## config.mk

```make
export PLATFORM = sky130hd
export DESIGN_NAME = ppu_background
export DESIGN_NICKNAME = d
export VERILOG_FILES = /design/src/hdl/ppu_timing_pkg.sv /design/src/hdl/ppu_mem_pkg.sv /design/src/hdl/line_if.sv /design/src/hdl/tile_if.sv /design/src/hdl/frame_timer.sv /design/src/hdl/tile_locator.sv /design/src/hdl/tile_fetch.sv /design/src/hdl/pixel_shifter.sv /design/src/hdl/ppu_background.sv
export SDC_FILE = /design/constraint.sdc
export NUM_CORES = 1
export LEC_CHECK = 0
export BUFFER_PORTS_ARGS = -buffer_cell sky130_fd_sc_hd__buf_2
export CORE_ASPECT_RATIO = 0.8
export CORE_MARGIN = 1.5
export CORE_UTILIZATION = 60
export DETAILED_ROUTE_END_ITERATION = 7
export PLACE_DENSITY = 0.76
export SLEW_MARGIN = 15
export SYNTH_ARGS = -nofsm -noshare
export SYNTH_HDL_FRONTEND = slang
export SYNTH_SLANG_ARGS = --single-unit
```

## constraint.sdc

```tcl
create_clock -name CLK -period 4 [get_ports CLK]
set_clock_uncertainty 0.05 [all_clocks]
set_input_delay 1.2 -clock CLK [delete_from_list [all_inputs] [get_ports CLK]]
set_output_delay 1.2 -clock CLK [all_outputs]
set_load 0.03 [all_outputs]
```

## src/hdl/ppu_timing_pkg.sv

```systemverilog
`default_nettype none

package ppu_timing_pkg;

  // NTSC raster geometry
  localparam int DOTS_PER_LINE   = 341;
  localparam int LINES_PER_FRAME = 262;
  localparam int VISIBLE_LINES   = 240;
  localparam int VBLANK_LINE     = 241;
  localparam int SCREEN_WIDTH    = 256;

  typedef logic [8:0] scanline_t;  // 0..261
  typedef logic [8:0] dot_t;       // 0..340
  typedef logic [8:0] scroll_t;    // x 0..511, y 0..479

  // region of the frame the raster is in
  typedef enum logic [1:0] {
    TM_VISIBLE,  // lines 0..239
    TM_POST,     // line 240
    TM_VBLANK,   // lines 241..260
    TM_PRE       // line 261
  } timer_state_t;

endpackage

`default_nettype wire

```

## src/hdl/ppu_mem_pkg.sv

```systemverilog
`default_nettype none

package ppu_mem_pkg;

  typedef logic [15:0] rom_addr_t;
  typedef logic [7:0]  rom_data_t;
  typedef logic [15:0] buff_addr_t;  // {screen y, screen x}

  // {palette hi, palette lo, pattern hi, pattern lo}
  typedef logic [3:0] pixel_t;

  typedef struct packed {
    logic [1:0] palette;
    logic [7:0] pat_hi;
    logic [7:0] pat_lo;
  } tile_t;

  localparam rom_addr_t NAMETABLE_BASE   = 16'h2000;
  localparam rom_addr_t NAMETABLE_STRIDE = 16'h0400;
  localparam rom_addr_t ATTRIBUTE_OFFSET = 16'd960;  // attribute table after 30x32 names
  localparam int        TILES_X          = 32;
  localparam int        TILES_Y          = 30;

  // ROM read sequence of one tile
  typedef enum logic [2:0] {
    PH_IDLE,
    PH_NAME,
    PH_ATTR,
    PH_PAT_LO,
    PH_PAT_HI
  } fetch_phase_t;

endpackage

`default_nettype wire

```

## src/hdl/line_if.sv

```systemverilog
`timescale 1ns/100ps
`default_nettype none

interface line_if import ppu_timing_pkg::*; ();

  logic      start;     // one clock at dot 0 of a visible line
  scanline_t line;
  scroll_t   scroll_x;
  scroll_t   scroll_y;  // world row of this line

  modport source (output start, line, scroll_x, scroll_y);
  modport sink   (input start, line, scroll_x, scroll_y);

endinterface

`default_nettype wire

```

## src/hdl/tile_if.sv

```systemverilog
`timescale 1ns/100ps
`default_nettype none

interface tile_if import ppu_mem_pkg::*; ();

  logic  tile_valid;  // one clock per fetched tile
  tile_t tile;
  logic  tile_req;    // one slot freed in the shifter

  modport producer (
    output tile_valid, tile,
    input  tile_req
  );

  modport consumer (
    input  tile_valid, tile,
    output tile_req
  );

endinterface

`default_nettype wire

```

## src/hdl/frame_timer.sv

```systemverilog
`timescale 1ns/100ps
`default_nettype none

module frame_timer import ppu_timing_pkg::*; #(
  parameter int CLKS_PER_DOT = 8
) (
  input  logic    CLK,
  input  logic    RESET,
  input  scroll_t scroll_x,
  input  scroll_t scroll_y,
  line_if.source  lines,
  output logic    clear_status,
  output logic    set_vertical_blank
);

  localparam int DW = (CLKS_PER_DOT > 1) ? $clog2(CLKS_PER_DOT) : 1;

  logic [DW-1:0] div;       // clocks within a dot
  dot_t          dot;
  scanline_t     line;
  timer_state_t  state;
  logic          dot_end, line_end, at_dot0, line_go;
  logic [9:0]    row_sum;

  assign dot_end  = div == DW'(CLKS_PER_DOT - 1);
  assign line_end = dot_end && (dot == dot_t'(DOTS_PER_LINE - 1));
  assign at_dot0  = (div == '0) && (dot == '0);
  assign line_go  = at_dot0 && (state == TM_VISIBLE);
  assign row_sum  = 10'(scroll_y) + 10'(line);

  always_ff @(posedge CLK) begin
    if (RESET) begin
      div                <= '0;
      dot                <= '0;
      line               <= '0;
      state              <= TM_VISIBLE;
      clear_status       <= 1'b0;
      set_vertical_blank <= 1'b0;
      lines.start        <= 1'b0;
    end else begin
      div <= dot_end ? '0 : div + 1'b1;
      if (dot_end)
        dot <= line_end ? '0 : dot + 1'b1;
      if (line_end) begin
        if (line == scanline_t'(LINES_PER_FRAME - 1)) begin
          line  <= '0;
          state <= TM_VISIBLE;
        end else begin
          line <= line + 1'b1;
          if (line + 1'b1 == scanline_t'(VISIBLE_LINES))
            state <= TM_POST;
          else if (line + 1'b1 == scanline_t'(VBLANK_LINE))
            state <= TM_VBLANK;
          else if (line + 1'b1 == scanline_t'(LINES_PER_FRAME - 1))
            state <= TM_PRE;
        end
      end
      clear_status       <= at_dot0 && (line == '0);
      set_vertical_blank <= at_dot0 && (state == TM_VBLANK) &&
                            (line == scanline_t'(VBLANK_LINE));
      lines.start        <= line_go;
    end
  end

  // line info held until the next line start
  always_ff @(posedge CLK) begin
    if (line_go) begin
      lines.line     <= line;
      lines.scroll_x <= scroll_x;
      // world map is two screens tall
      lines.scroll_y <= (row_sum >= 10'(2 * VISIBLE_LINES)) ?
                        scroll_t'(row_sum - 10'(2 * VISIBLE_LINES)) : scroll_t'(row_sum);
    end
  end

endmodule

`default_nettype wire

```

## src/hdl/tile_locator.sv

```systemverilog
`timescale 1ns/100ps
`default_nettype none

module tile_locator import ppu_mem_pkg::*, ppu_timing_pkg::*; (
  input  logic       CLK,
  input  logic [5:0] tile_col,   // 0..63 over two nametables
  input  scroll_t    world_row,
  output rom_addr_t  name_addr,
  output rom_addr_t  attr_addr,
  output logic [2:0] attr_shift
);

  logic [5:0] row_w;    // tile row 0..59
  logic       nt_v, nt_h;
  logic [4:0] row_r;    // row within the nametable
  rom_addr_t  base;

  always_comb begin
    row_w = world_row[8:3];
    nt_h  = tile_col[5];
    nt_v  = row_w >= 6'(TILES_Y);
    row_r = nt_v ? 5'(row_w - 6'(TILES_Y)) : row_w[4:0];
    base  = NAMETABLE_BASE + rom_addr_t'({nt_v, nt_h}) * NAMETABLE_STRIDE;
  end

  always_ff @(posedge CLK) begin
    name_addr  <= base + rom_addr_t'(int'(row_r) * TILES_X) +
                  rom_addr_t'(tile_col[4:0]);
    // one attribute byte per 4x4 tiles
    attr_addr  <= base + ATTRIBUTE_OFFSET + rom_addr_t'({row_r[4:2], 3'b000}) +
                  rom_addr_t'(tile_col[4:2]);
    attr_shift <= {row_r[1], tile_col[1], 1'b0};  // quadrant in the byte
  end

endmodule

`default_nettype wire

```

## src/hdl/tile_fetch.sv

```systemverilog
`timescale 1ns/100ps
`default_nettype none

module tile_fetch import ppu_mem_pkg::*, ppu_timing_pkg::*; (
  input  logic      CLK,
  input  logic      RESET,
  input  logic      pattern_select,
  line_if.sink      lines,
  tile_if.producer  tiles,
  output rom_addr_t rom_addr,
  input  rom_data_t rom_data
);

  fetch_phase_t phase;
  logic         sub;          // second clock of a read
  logic [1:0]   pend;         // tiles owed to the shifter
  logic [5:0]   col;
  scroll_t      row;
  rom_data_t    tile_idx, pat_lo_q;
  logic [1:0]   pal_q;
  rom_addr_t    name_addr, attr_addr, pat_addr;
  logic [2:0]   attr_shift;
  logic         begin_tile;

  tile_locator u_locator (
    .CLK       (CLK),
    .tile_col  (col),
    .world_row (row),
    .name_addr (name_addr),
    .attr_addr (attr_addr),
    .attr_shift(attr_shift)
  );

  assign begin_tile = (phase == PH_IDLE) && ((pend != '0) || tiles.tile_req);
  assign pat_addr   = {3'b000, pattern_select, tile_idx, phase == PH_PAT_HI, row[2:0]};

  always_comb begin
    case (phase)
      PH_NAME:              rom_addr = name_addr;
      PH_ATTR:              rom_addr = attr_addr;
      PH_PAT_LO, PH_PAT_HI: rom_addr = pat_addr;
      default:              rom_addr = '0;
    endcase
  end

  always_ff @(posedge CLK) begin
    if (RESET) begin
      phase            <= PH_IDLE;
      sub              <= 1'b0;
      pend             <= '0;
      tiles.tile_valid <= 1'b0;
    end else begin
      tiles.tile_valid <= 1'b0;
      if (lines.start) begin
        phase <= PH_IDLE;
        sub   <= 1'b0;
        pend  <= 2'd2;  // prefetch two tiles
      end else begin
        pend <= pend + {1'b0, tiles.tile_req} - {1'b0, begin_tile};
        if (phase == PH_IDLE) begin
          sub <= 1'b0;
          if (begin_tile)
            phase <= PH_NAME;
        end else begin
          sub <= ~sub;
          if (sub) begin
            case (phase)
              PH_NAME:   phase <= PH_ATTR;
              PH_ATTR:   phase <= PH_PAT_LO;
              PH_PAT_LO: phase <= PH_PAT_HI;
              default: begin
                phase            <= PH_IDLE;
                tiles.tile_valid <= 1'b1;
              end
            endcase
          end
        end
      end
    end
  end

  // data captured on the second clock of each read
  always_ff @(posedge CLK) begin
    if (lines.start) begin
      col <= lines.scroll_x[8:3];
      row <= lines.scroll_y;
    end else if (phase == PH_ATTR && sub) begin
      col <= col + 1'b1;  // locator settles during pattern reads
    end
    if (sub) begin
      case (phase)
        PH_NAME:   tile_idx <= rom_data;
        PH_ATTR:   pal_q    <= {rom_data[attr_shift + 3'd1], rom_data[attr_shift]};
        PH_PAT_LO: pat_lo_q <= rom_data;
        PH_PAT_HI: tiles.tile <= '{palette: pal_q, pat_hi: rom_data, pat_lo: pat_lo_q};
        default: ;
      endcase
    end
  end

endmodule

`default_nettype wire

```

## src/hdl/pixel_shifter.sv

```systemverilog
`timescale 1ns/100ps
`default_nettype none

module pixel_shifter import ppu_mem_pkg::*, ppu_timing_pkg::*; #(
  parameter int CLKS_PER_DOT = 8
) (
  input  logic       CLK,
  input  logic       RESET,
  line_if.sink       lines,
  tile_if.consumer   tiles,
  output logic       buff_w,
  output buff_addr_t buff_addr,
  output rom_data_t  buff_data
);

  localparam int DW = (CLKS_PER_DOT > 1) ? $clog2(CLKS_PER_DOT) : 1;

  typedef enum logic [1:0] {SH_IDLE, SH_FILL, SH_RUN} shift_state_t;

  shift_state_t  state;
  logic [DW-1:0] div;
  logic [2:0]    bit_cnt;     // shifts since last reload
  logic [2:0]    skip;        // fine-x pixels left to drop
  logic [7:0]    x;
  logic          got_first, next_valid, tick;
  logic [15:0]   pat_lo, pat_hi;
  logic [3:0]    pal;         // {current, upcoming}
  tile_t         next_tile;
  logic [7:0]    line_q;
  pixel_t        pixel;

  assign pixel = {pal[3:2], pat_hi[15], pat_lo[15]};
  // hold the dot if the reload tile is late
  assign tick  = (state == SH_RUN) && (div == DW'(CLKS_PER_DOT - 1)) &&
                 ((bit_cnt != 3'd7) || next_valid);

  always_ff @(posedge CLK) begin
    if (RESET) begin
      state          <= SH_IDLE;
      div            <= '0;
      bit_cnt        <= '0;
      skip           <= '0;
      x              <= '0;
      got_first      <= 1'b0;
      next_valid     <= 1'b0;
      tiles.tile_req <= 1'b0;
      buff_w         <= 1'b0;
    end else begin
      tiles.tile_req <= 1'b0;
      buff_w         <= 1'b0;
      if (lines.start) begin
        state      <= SH_FILL;
        div        <= '0;
        bit_cnt    <= '0;
        skip       <= lines.scroll_x[2:0];
        x          <= '0;
        got_first  <= 1'b0;
        next_valid <= 1'b0;
      end else begin
        case (state)
          SH_FILL: begin
            if (tiles.tile_valid) begin
              if (!got_first)
                got_first <= 1'b1;
              else
                next_valid <= 1'b1;
            end else if (next_valid) begin
              next_valid     <= 1'b0;  // second tile into the low half
              tiles.tile_req <= 1'b1;
              state          <= SH_RUN;
            end
          end
          SH_RUN: begin
            if (tiles.tile_valid)
              next_valid <= 1'b1;
            if (tick) begin
              div     <= '0;
              bit_cnt <= bit_cnt + 1'b1;
              if (bit_cnt == 3'd7) begin
                next_valid     <= 1'b0;
                tiles.tile_req <= 1'b1;
              end
              if (skip != '0) begin
                skip <= skip - 1'b1;
              end else begin
                buff_w <= 1'b1;
                x      <= x + 1'b1;
                if (x == 8'(SCREEN_WIDTH - 1))
                  state <= SH_IDLE;
              end
            end else if (div != DW'(CLKS_PER_DOT - 1)) begin
              div <= div + 1'b1;
            end
          end
          default: ;
        endcase
      end
    end
  end

  always_ff @(posedge CLK) begin
    if (lines.start)
      line_q <= lines.line[7:0];
    if (tiles.tile_valid) begin
      if (state == SH_FILL && !got_first) begin
        pat_lo[15:8] <= tiles.tile.pat_lo;
        pat_hi[15:8] <= tiles.tile.pat_hi;
        pal[3:2]     <= tiles.tile.palette;
      end else begin
        next_tile <= tiles.tile;
      end
    end
    if (state == SH_FILL && !tiles.tile_valid && next_valid) begin
      pat_lo[7:0] <= next_tile.pat_lo;
      pat_hi[7:0] <= next_tile.pat_hi;
      pal[1:0]    <= next_tile.palette;
    end
    if (tick) begin
      if (bit_cnt == 3'd7) begin
        pat_lo <= {pat_lo[14:7], next_tile.pat_lo};  // upcoming tile moves up
        pat_hi <= {pat_hi[14:7], next_tile.pat_hi};
        pal    <= {pal[1:0], next_tile.palette};
      end else begin
        pat_lo <= {pat_lo[14:0], 1'b0};
        pat_hi <= {pat_hi[14:0], 1'b0};
      end
      buff_addr <= {line_q, x};
      buff_data <= {4'b0000, pixel};
    end
  end

endmodule

`default_nettype wire

```

## src/hdl/ppu_background.sv

```systemverilog
`timescale 1ns/100ps
`default_nettype none

module ppu_background import ppu_mem_pkg::*, ppu_timing_pkg::*; #(
  parameter int CLKS_PER_DOT = 8
) (
  input  logic       CLK,
  input  logic       RESET,
  input  scroll_t    scroll_x,
  input  scroll_t    scroll_y,
  input  logic       pattern_select,
  output rom_addr_t  rom_addr,
  input  rom_data_t  rom_data,
  output buff_addr_t buff_addr,
  output rom_data_t  buff_data,
  output logic       buff_w,
  output logic       clear_status,
  output logic       set_vertical_blank
);

  line_if lines ();
  tile_if tiles ();

  frame_timer #(.CLKS_PER_DOT(CLKS_PER_DOT)) u_timer (
    .CLK               (CLK),
    .RESET             (RESET),
    .scroll_x          (scroll_x),
    .scroll_y          (scroll_y),
    .lines             (lines.source),
    .clear_status      (clear_status),
    .set_vertical_blank(set_vertical_blank)
  );

  tile_fetch u_fetch (
    .CLK           (CLK),
    .RESET         (RESET),
    .pattern_select(pattern_select),
    .lines         (lines.sink),
    .tiles         (tiles.producer),
    .rom_addr      (rom_addr),
    .rom_data      (rom_data)
  );

  pixel_shifter #(.CLKS_PER_DOT(CLKS_PER_DOT)) u_shifter (
    .CLK      (CLK),
    .RESET    (RESET),
    .lines    (lines.sink),
    .tiles    (tiles.consumer),
    .buff_w   (buff_w),
    .buff_addr(buff_addr),
    .buff_data(buff_data)
  );

endmodule

`default_nettype wire

```

Word-level counts from Yosys, hierarchy flattened --
Index checks and enable logic that the tools add are counted.
Word-level totals: memory bits (writable) 0, bits in read-only memories 0, latch bits 0, input port bits 29, word-level logic and storage cells 227, register bits 249, memories 0
Operators by class: muxes and demuxes 61, equality and inequality tests 31, bitwise operators 5, divide/modulo/power cells 0, shift-type cells 0, $lt $le $gt $ge 4, $add $sub $neg 20, reductions and logical operators 59, multiply operators 0
Operators with widths (number):
- 8-bit two-way mux | 8
- 16-bit case mux with 3 select lines | 1
- 16-bit two-way mux | 2
- 9-bit by 8-bit == test with 1-bit output, second input constant | 3
- 9-bit == test, second input constant | 3
- 3-bit two-way mux | 9
- 9-bit two-way mux | 3
- 2-bit two-way mux | 13
- 2-bit AND reduction | 12
- 2-bit nonzero test | 11
- 9-bit by 1-bit adder with 9-bit output, second input constant | 2
- 9-bit zero test | 2
- 15-bit by 10-bit adder with 16-bit output | 1
- 15-bit by 10-bit adder with 16-bit output, second input constant | 1
- 16-bit by 3-bit adder with 16-bit output | 1
- 16-bit by 5-bit adder with 16-bit output | 1
- 16-bit by 6-bit adder with 16-bit output | 1
- 14-bit by 12-bit adder with 15-bit output, first input constant | 1
- 3-bit inequality test, second input constant | 5
- 1-bit two-way mux | 14
- 1-bit logical AND | 13
- 3-bit by 1-bit adder with 3-bit output, second input constant | 4
- 3-bit == test, second input constant | 4
- 6-bit two-way mux | 2
- 38 further kinds | 63

Longest topological paths before layout --
word-level depth 6, depth in mapped cells 10, mapped depth without buffers 9

Cells and area by module --
Synthesis repeated with hierarchy kept, for this count alone.
Unflattened totals: cell total of the unflattened synthesis 814, area total of the unflattened synthesis 10087.2 µm²
Modules (own cells, without submodules):
- pixel_shifter | area an instance 4098.9 µm², instances 1, seq. area each 2882.8 µm², cells an instance 307
- frame_timer | area an instance 2850.2 µm², instances 1, seq. area each 1331.3 µm², cells an instance 269
- tile_fetch | area an instance 2606.2 µm², instances 1, seq. area each 1671.6 µm², cells an instance 187
- tile_locator | area an instance 531.8 µm², instances 1, seq. area each 240.2 µm², cells an instance 51

Worst setup path after synthesis --
OpenSTA, ideal clock, no wires.
kind input port to flip-flop, start in scroll_y[0], end reg u_timer.lines.scroll_y[6], data pin, arrival time 3009 ps, cell stages on the path 8, required time 3674 ps, slack 666 ps, setup time 276 ps, buffers on the path 0, cells stage by stage ha_1 > fa_1 > a211oi_1 > o21ai_1 > a211o_1 > and3_4 > nor4_1 > o221ai_1
Between the ends: longest elaborated chain between the ends 3, elaborated cells on any way between the ends 4, those cells by class add/sub (2); order compare (1); mux (1)
RTL lines:
- from (decl) | line ppu_background.sv:10 | input scroll_t scroll_y,
- 9-bit by 9-bit adder with 10-bit output * | line frame_timer.sv:29 | assign row_sum = 10'(scroll_y) + 10'(line);
- 9-bit subtractor or 10-bit by 9-bit >= comparator with 1-bit output (tied branches) | line frame_timer.sv:72, frame_timer.sv:71
- 9-bit two-way mux * | line frame_timer.sv:71 | lines.scroll_y <= (row_sum >= 10'(2 * VISIBLE_LINES)) ?
- to (signal assigned) | line frame_timer.sv:71
- to (decl) | line line_if.sv:11 | modport source (output start, line, scroll_x, scroll_y);
Every way passes the cells marked *; elsewhere a longest branch is shown, timed or not. A chain may end at the register's enable or synchronous reset.

Final worst setup path --
start reg u_fetch.phase[1], end out rom_addr[10]
Between the ends: longest elaborated chain between the ends 3, elaborated cells on any way between the ends 6, those cells by class eq/ne (4); mux (1); reduce/logical (1)
RTL lines:
- from (decl) | line tile_fetch.sv:14 | fetch_phase_t phase;
- from (signal assigned) | line tile_fetch.sv:48 | phase <= PH_IDLE;
- from (signal assigned) | line tile_fetch.sv:55 | phase <= PH_IDLE;
- from (signal assigned) | line tile_fetch.sv:63 | phase <= PH_NAME;
- 3-bit by 2-bit == test with 1-bit output or 3-bit == test (tied branches) | line tile_fetch.sv:38 | case (phase)
- 2-bit OR reduction | line tile_fetch.sv:38
- 16-bit case mux with 3 select lines * | line tile_fetch.sv:38
- to (decl) | line ppu_background.sv:12 | output rom_addr_t rom_addr,
Marked as above.

==> results.tsv <==
metric	value	unit
post-cts sizing count	0	
Startpoint Class	flop	
fmax	270.5	MHz
most used cell, CP	nor2b_1	
VDD IR-drop max	0.2983	mV
post-route cell area	10840	um^2
Finish-stage setup viols	0	
Mapped Cells	749	
CTS buffer count	22	
RSZ-0062 raised after global routing	no	
worst hold path type	reg2reg	
cell taking the most area after synthesis	edfxtp_1	
Post-Syn Area	9654	um^2
cell depth of the worst flop-to-flop path	8	
total core area	15750	um^2
setup TNS	0	ns
final core occ	68.83	%
status	completed	
vias in the first global route	5882	
distinct cell type count after synthesis	73	
Final Cycle Share	92.42	%
final WL	17730	um
Worst-path clk slew	0.06	ns
width of the die	144.8	um
first-pass GRT wire length	28690	um
hold path cells	0	
Worst-Margin Slew	0.9082	ns
yosys warns	0	
filler instances	1127	
final net count	876	
RePlAce Congestion	0.8704	
Clock Tree Buf Depth	3	
antenna cells	0	
commonest non-fill, non-tap cell in the layout	edfxtp_1	
die height	116.5	um
crit-path cells	nor2b_1 -> nor2b_1 -> buf_4 -> nand2_1 -> o21ai_0 -> buf_2	
hold_buf cts	0	
ANT nets after route	0	
wire per inst	16.95	um
dpl hpwl	12210	um
Critical Path RT	2.75	ns
DR vias	6040	
pwr/cell area	465.0	nW/um^2
Synth top area share	48.21	%
drt first-iter violations	339	
IO Count	72	
CTS tree	built	
post-CTS setup buffer count	0	
Max Cap Viol	0	
Synth area leaders	edfxtp_1 (48%), dfxtp_1 (15%), mux2_2 (4.9%)	
largest net degree at the start of global routing	31	
leak pwr	3.990	nW
slowest stage cell on the critical path	dfxtp_1	
all-layer global routing usage	21.68	%
Synth Register Bits	227	
H-tree levels	1	
FFs w/ async S/R, synth	0	%
crit end category	primary output	
post-placement cell area	10180	um^2
Clock Sinks	227	
post-route DRC violation count	0	
kind of critical path	reg2out	
area grow syn2layout	12.29	%
Pre-Repair DR Iteration Count	6	
post-synthesis sequential area ratio	63.14	%
fin. max-slew vios	0	
Starting Density	61.30	%
vias per std cell	5.774	
total power	5.041	mW
post-route minimum period	3.697	ns
port bufs	65	
share of cells above drive strength 1	21.30	%
CP arrival	2.45	ns
clk root buf	clkbuf_16	
die area	16870	um^2
Overflow after GRT	0	
Clk Latency, worst-skew pair	0.50	ns
Max transition margin	39.31	%
most frequent cells in the layout	edfxtp_1 (155), dfxtp_1 (72), buf_2 (65)	
Post-synth EDFFs	155	
initial antenna violation count	0	
row cnt	41	
Top FF cell, synth	edfxtp_1	
CP max FO	14	
syn avg cell area	12.89	um^2
CP max stage delay	0.47	ns
Final Hold Vio Count	0	
## synth_stat cells, types with 5 or more instances
cell type  number
edfxtp_1      155
dfxtp_1        72
nor2_1         54
mux2_2         42
nand2_1        42
a21oi_1        37
ha_1           31
o21ai_0        31
inv_1          22
clkbuf_1       19
xnor2_1        17
a22oi_1        16
xor2_1         14
nor2b_1        13
buf_2          12
nand3_1        12
and3_1         10
mux2i_1        10
nor3_1          8
and2_1          7
or2_2           7
a31oi_1         6
buf_4           6
nand4_1         6
nor4_1          6
a211o_1         5
nand3b_1        5
o22ai_1         5
or3_1           5
## metal layers
layer  vias up  global-route usage [%]  wire (um)
li1       2891                       -          -
met4         0                   7.946        537
met5         -                       0          0
met3        54                   3.608        792
met1      2925                   28.69       7865
met2       170                   36.41       8534
## cell families (layout without fill, tap and decap cells)
| kind of cell | after synthesis | after routing | share of synthesized area (%) |
|---|---|---|---|
| flops | 227 | 227 | 63.14 |
| simple gates | 204 | 204 | 11.39 |
| compound gates | 137 | 137 | 9.059 |
| buf+inv | 63 | 140 | 2.929 |
| mux | 54 | 54 | 6.402 |
| fa+ha+maj | 32 | 32 | 4.225 |
| xor+xnor | 31 | 31 | 2.812 |
| other cells | 1 | 6 | 0.03884 |
## registers in the layout, indices dropped and copies added, names as in the netlist, 9 cells and up
| name | flops |
|---|---|
| u_shifter.next_tile | 18 |
| u_timer.lines.scroll_y | 9 |
| u_fetch.tiles.tile | 18 |
| u_shifter.buff_addr | 16 |
| u_timer.lines.scroll_x | 9 |
| u_fetch.row | 9 |
| u_shifter.pat_lo | 16 |
| u_shifter.pat_hi | 16 |
| u_timer.line | 9 |
| u_timer.dot | 9 |
## cell type report
type | count | area (um^2) | area share, %
repair buffers | 78 | 422.9 | 3.901
inverters | 22 | 82.58 | 0.7618
well taps | 215 | 269.0 | 2.482
multi-input cells | 464 | 3307 | 30.51
flip-flops and latches | 227 | 6096 | 56.23
clock buffers | 30 | 580.6 | 5.355
clock inverters | 10 | 82.58 | 0.7618
## worst max-delay path: cells and delay by family (launching register included)
family	cells	cell delay, ns
AND/OR/NAND/NOR	3	0.91
flip-flops	1	0.47
AO/OA/AOI/OAI	1	0.10
buffers and inverters	2	0.47
## final timing paths
path / start / to / slack, ns
max: u_fetch.phase[1] / rom_addr[10] / 0.30
min: u_fetch.row[3] / u_fetch.u_locator.name_addr[5] / 0.30
max reg2reg: u_timer.line[0] / u_timer.lines.scroll_y[6] / 0.89
min reg2reg: u_fetch.row[3] / u_fetch.u_locator.name_addr[5] / 0.30
## power breakdown
| group | total, mW | leakage (nW) | switching (mW) | internal (mW) |
|---|---|---|---|---|
| Clock | 1.90 | 0.314 | 0.819 | 1.08 |
| Sequential | 2.67 | 2.01 | 0.0583 | 2.61 |
| Combinational | 0.468 | 1.66 | 0.294 | 0.174 |
| Total | 5.04 | 3.99 | 1.17 | 3.87 |
## per-stage QoR
step / setup slack (ns) / cells / hold slack [ns]
6_report: 0.3031 / 1046 / 0.2997
2_1_floorplan: 0.6656 / 754 / 0.2733
5_1_grt: 0.1967 / 1046 / 0.3096
3_3_place_gp: 0.4484 / 1006 / 0.2869
3_5_place_dp: 0.2683 / 1006 / 0.2884
4_1_cts: 0.3445 / 1046 / 0.3033
Power figures use the tool's default switching activity.
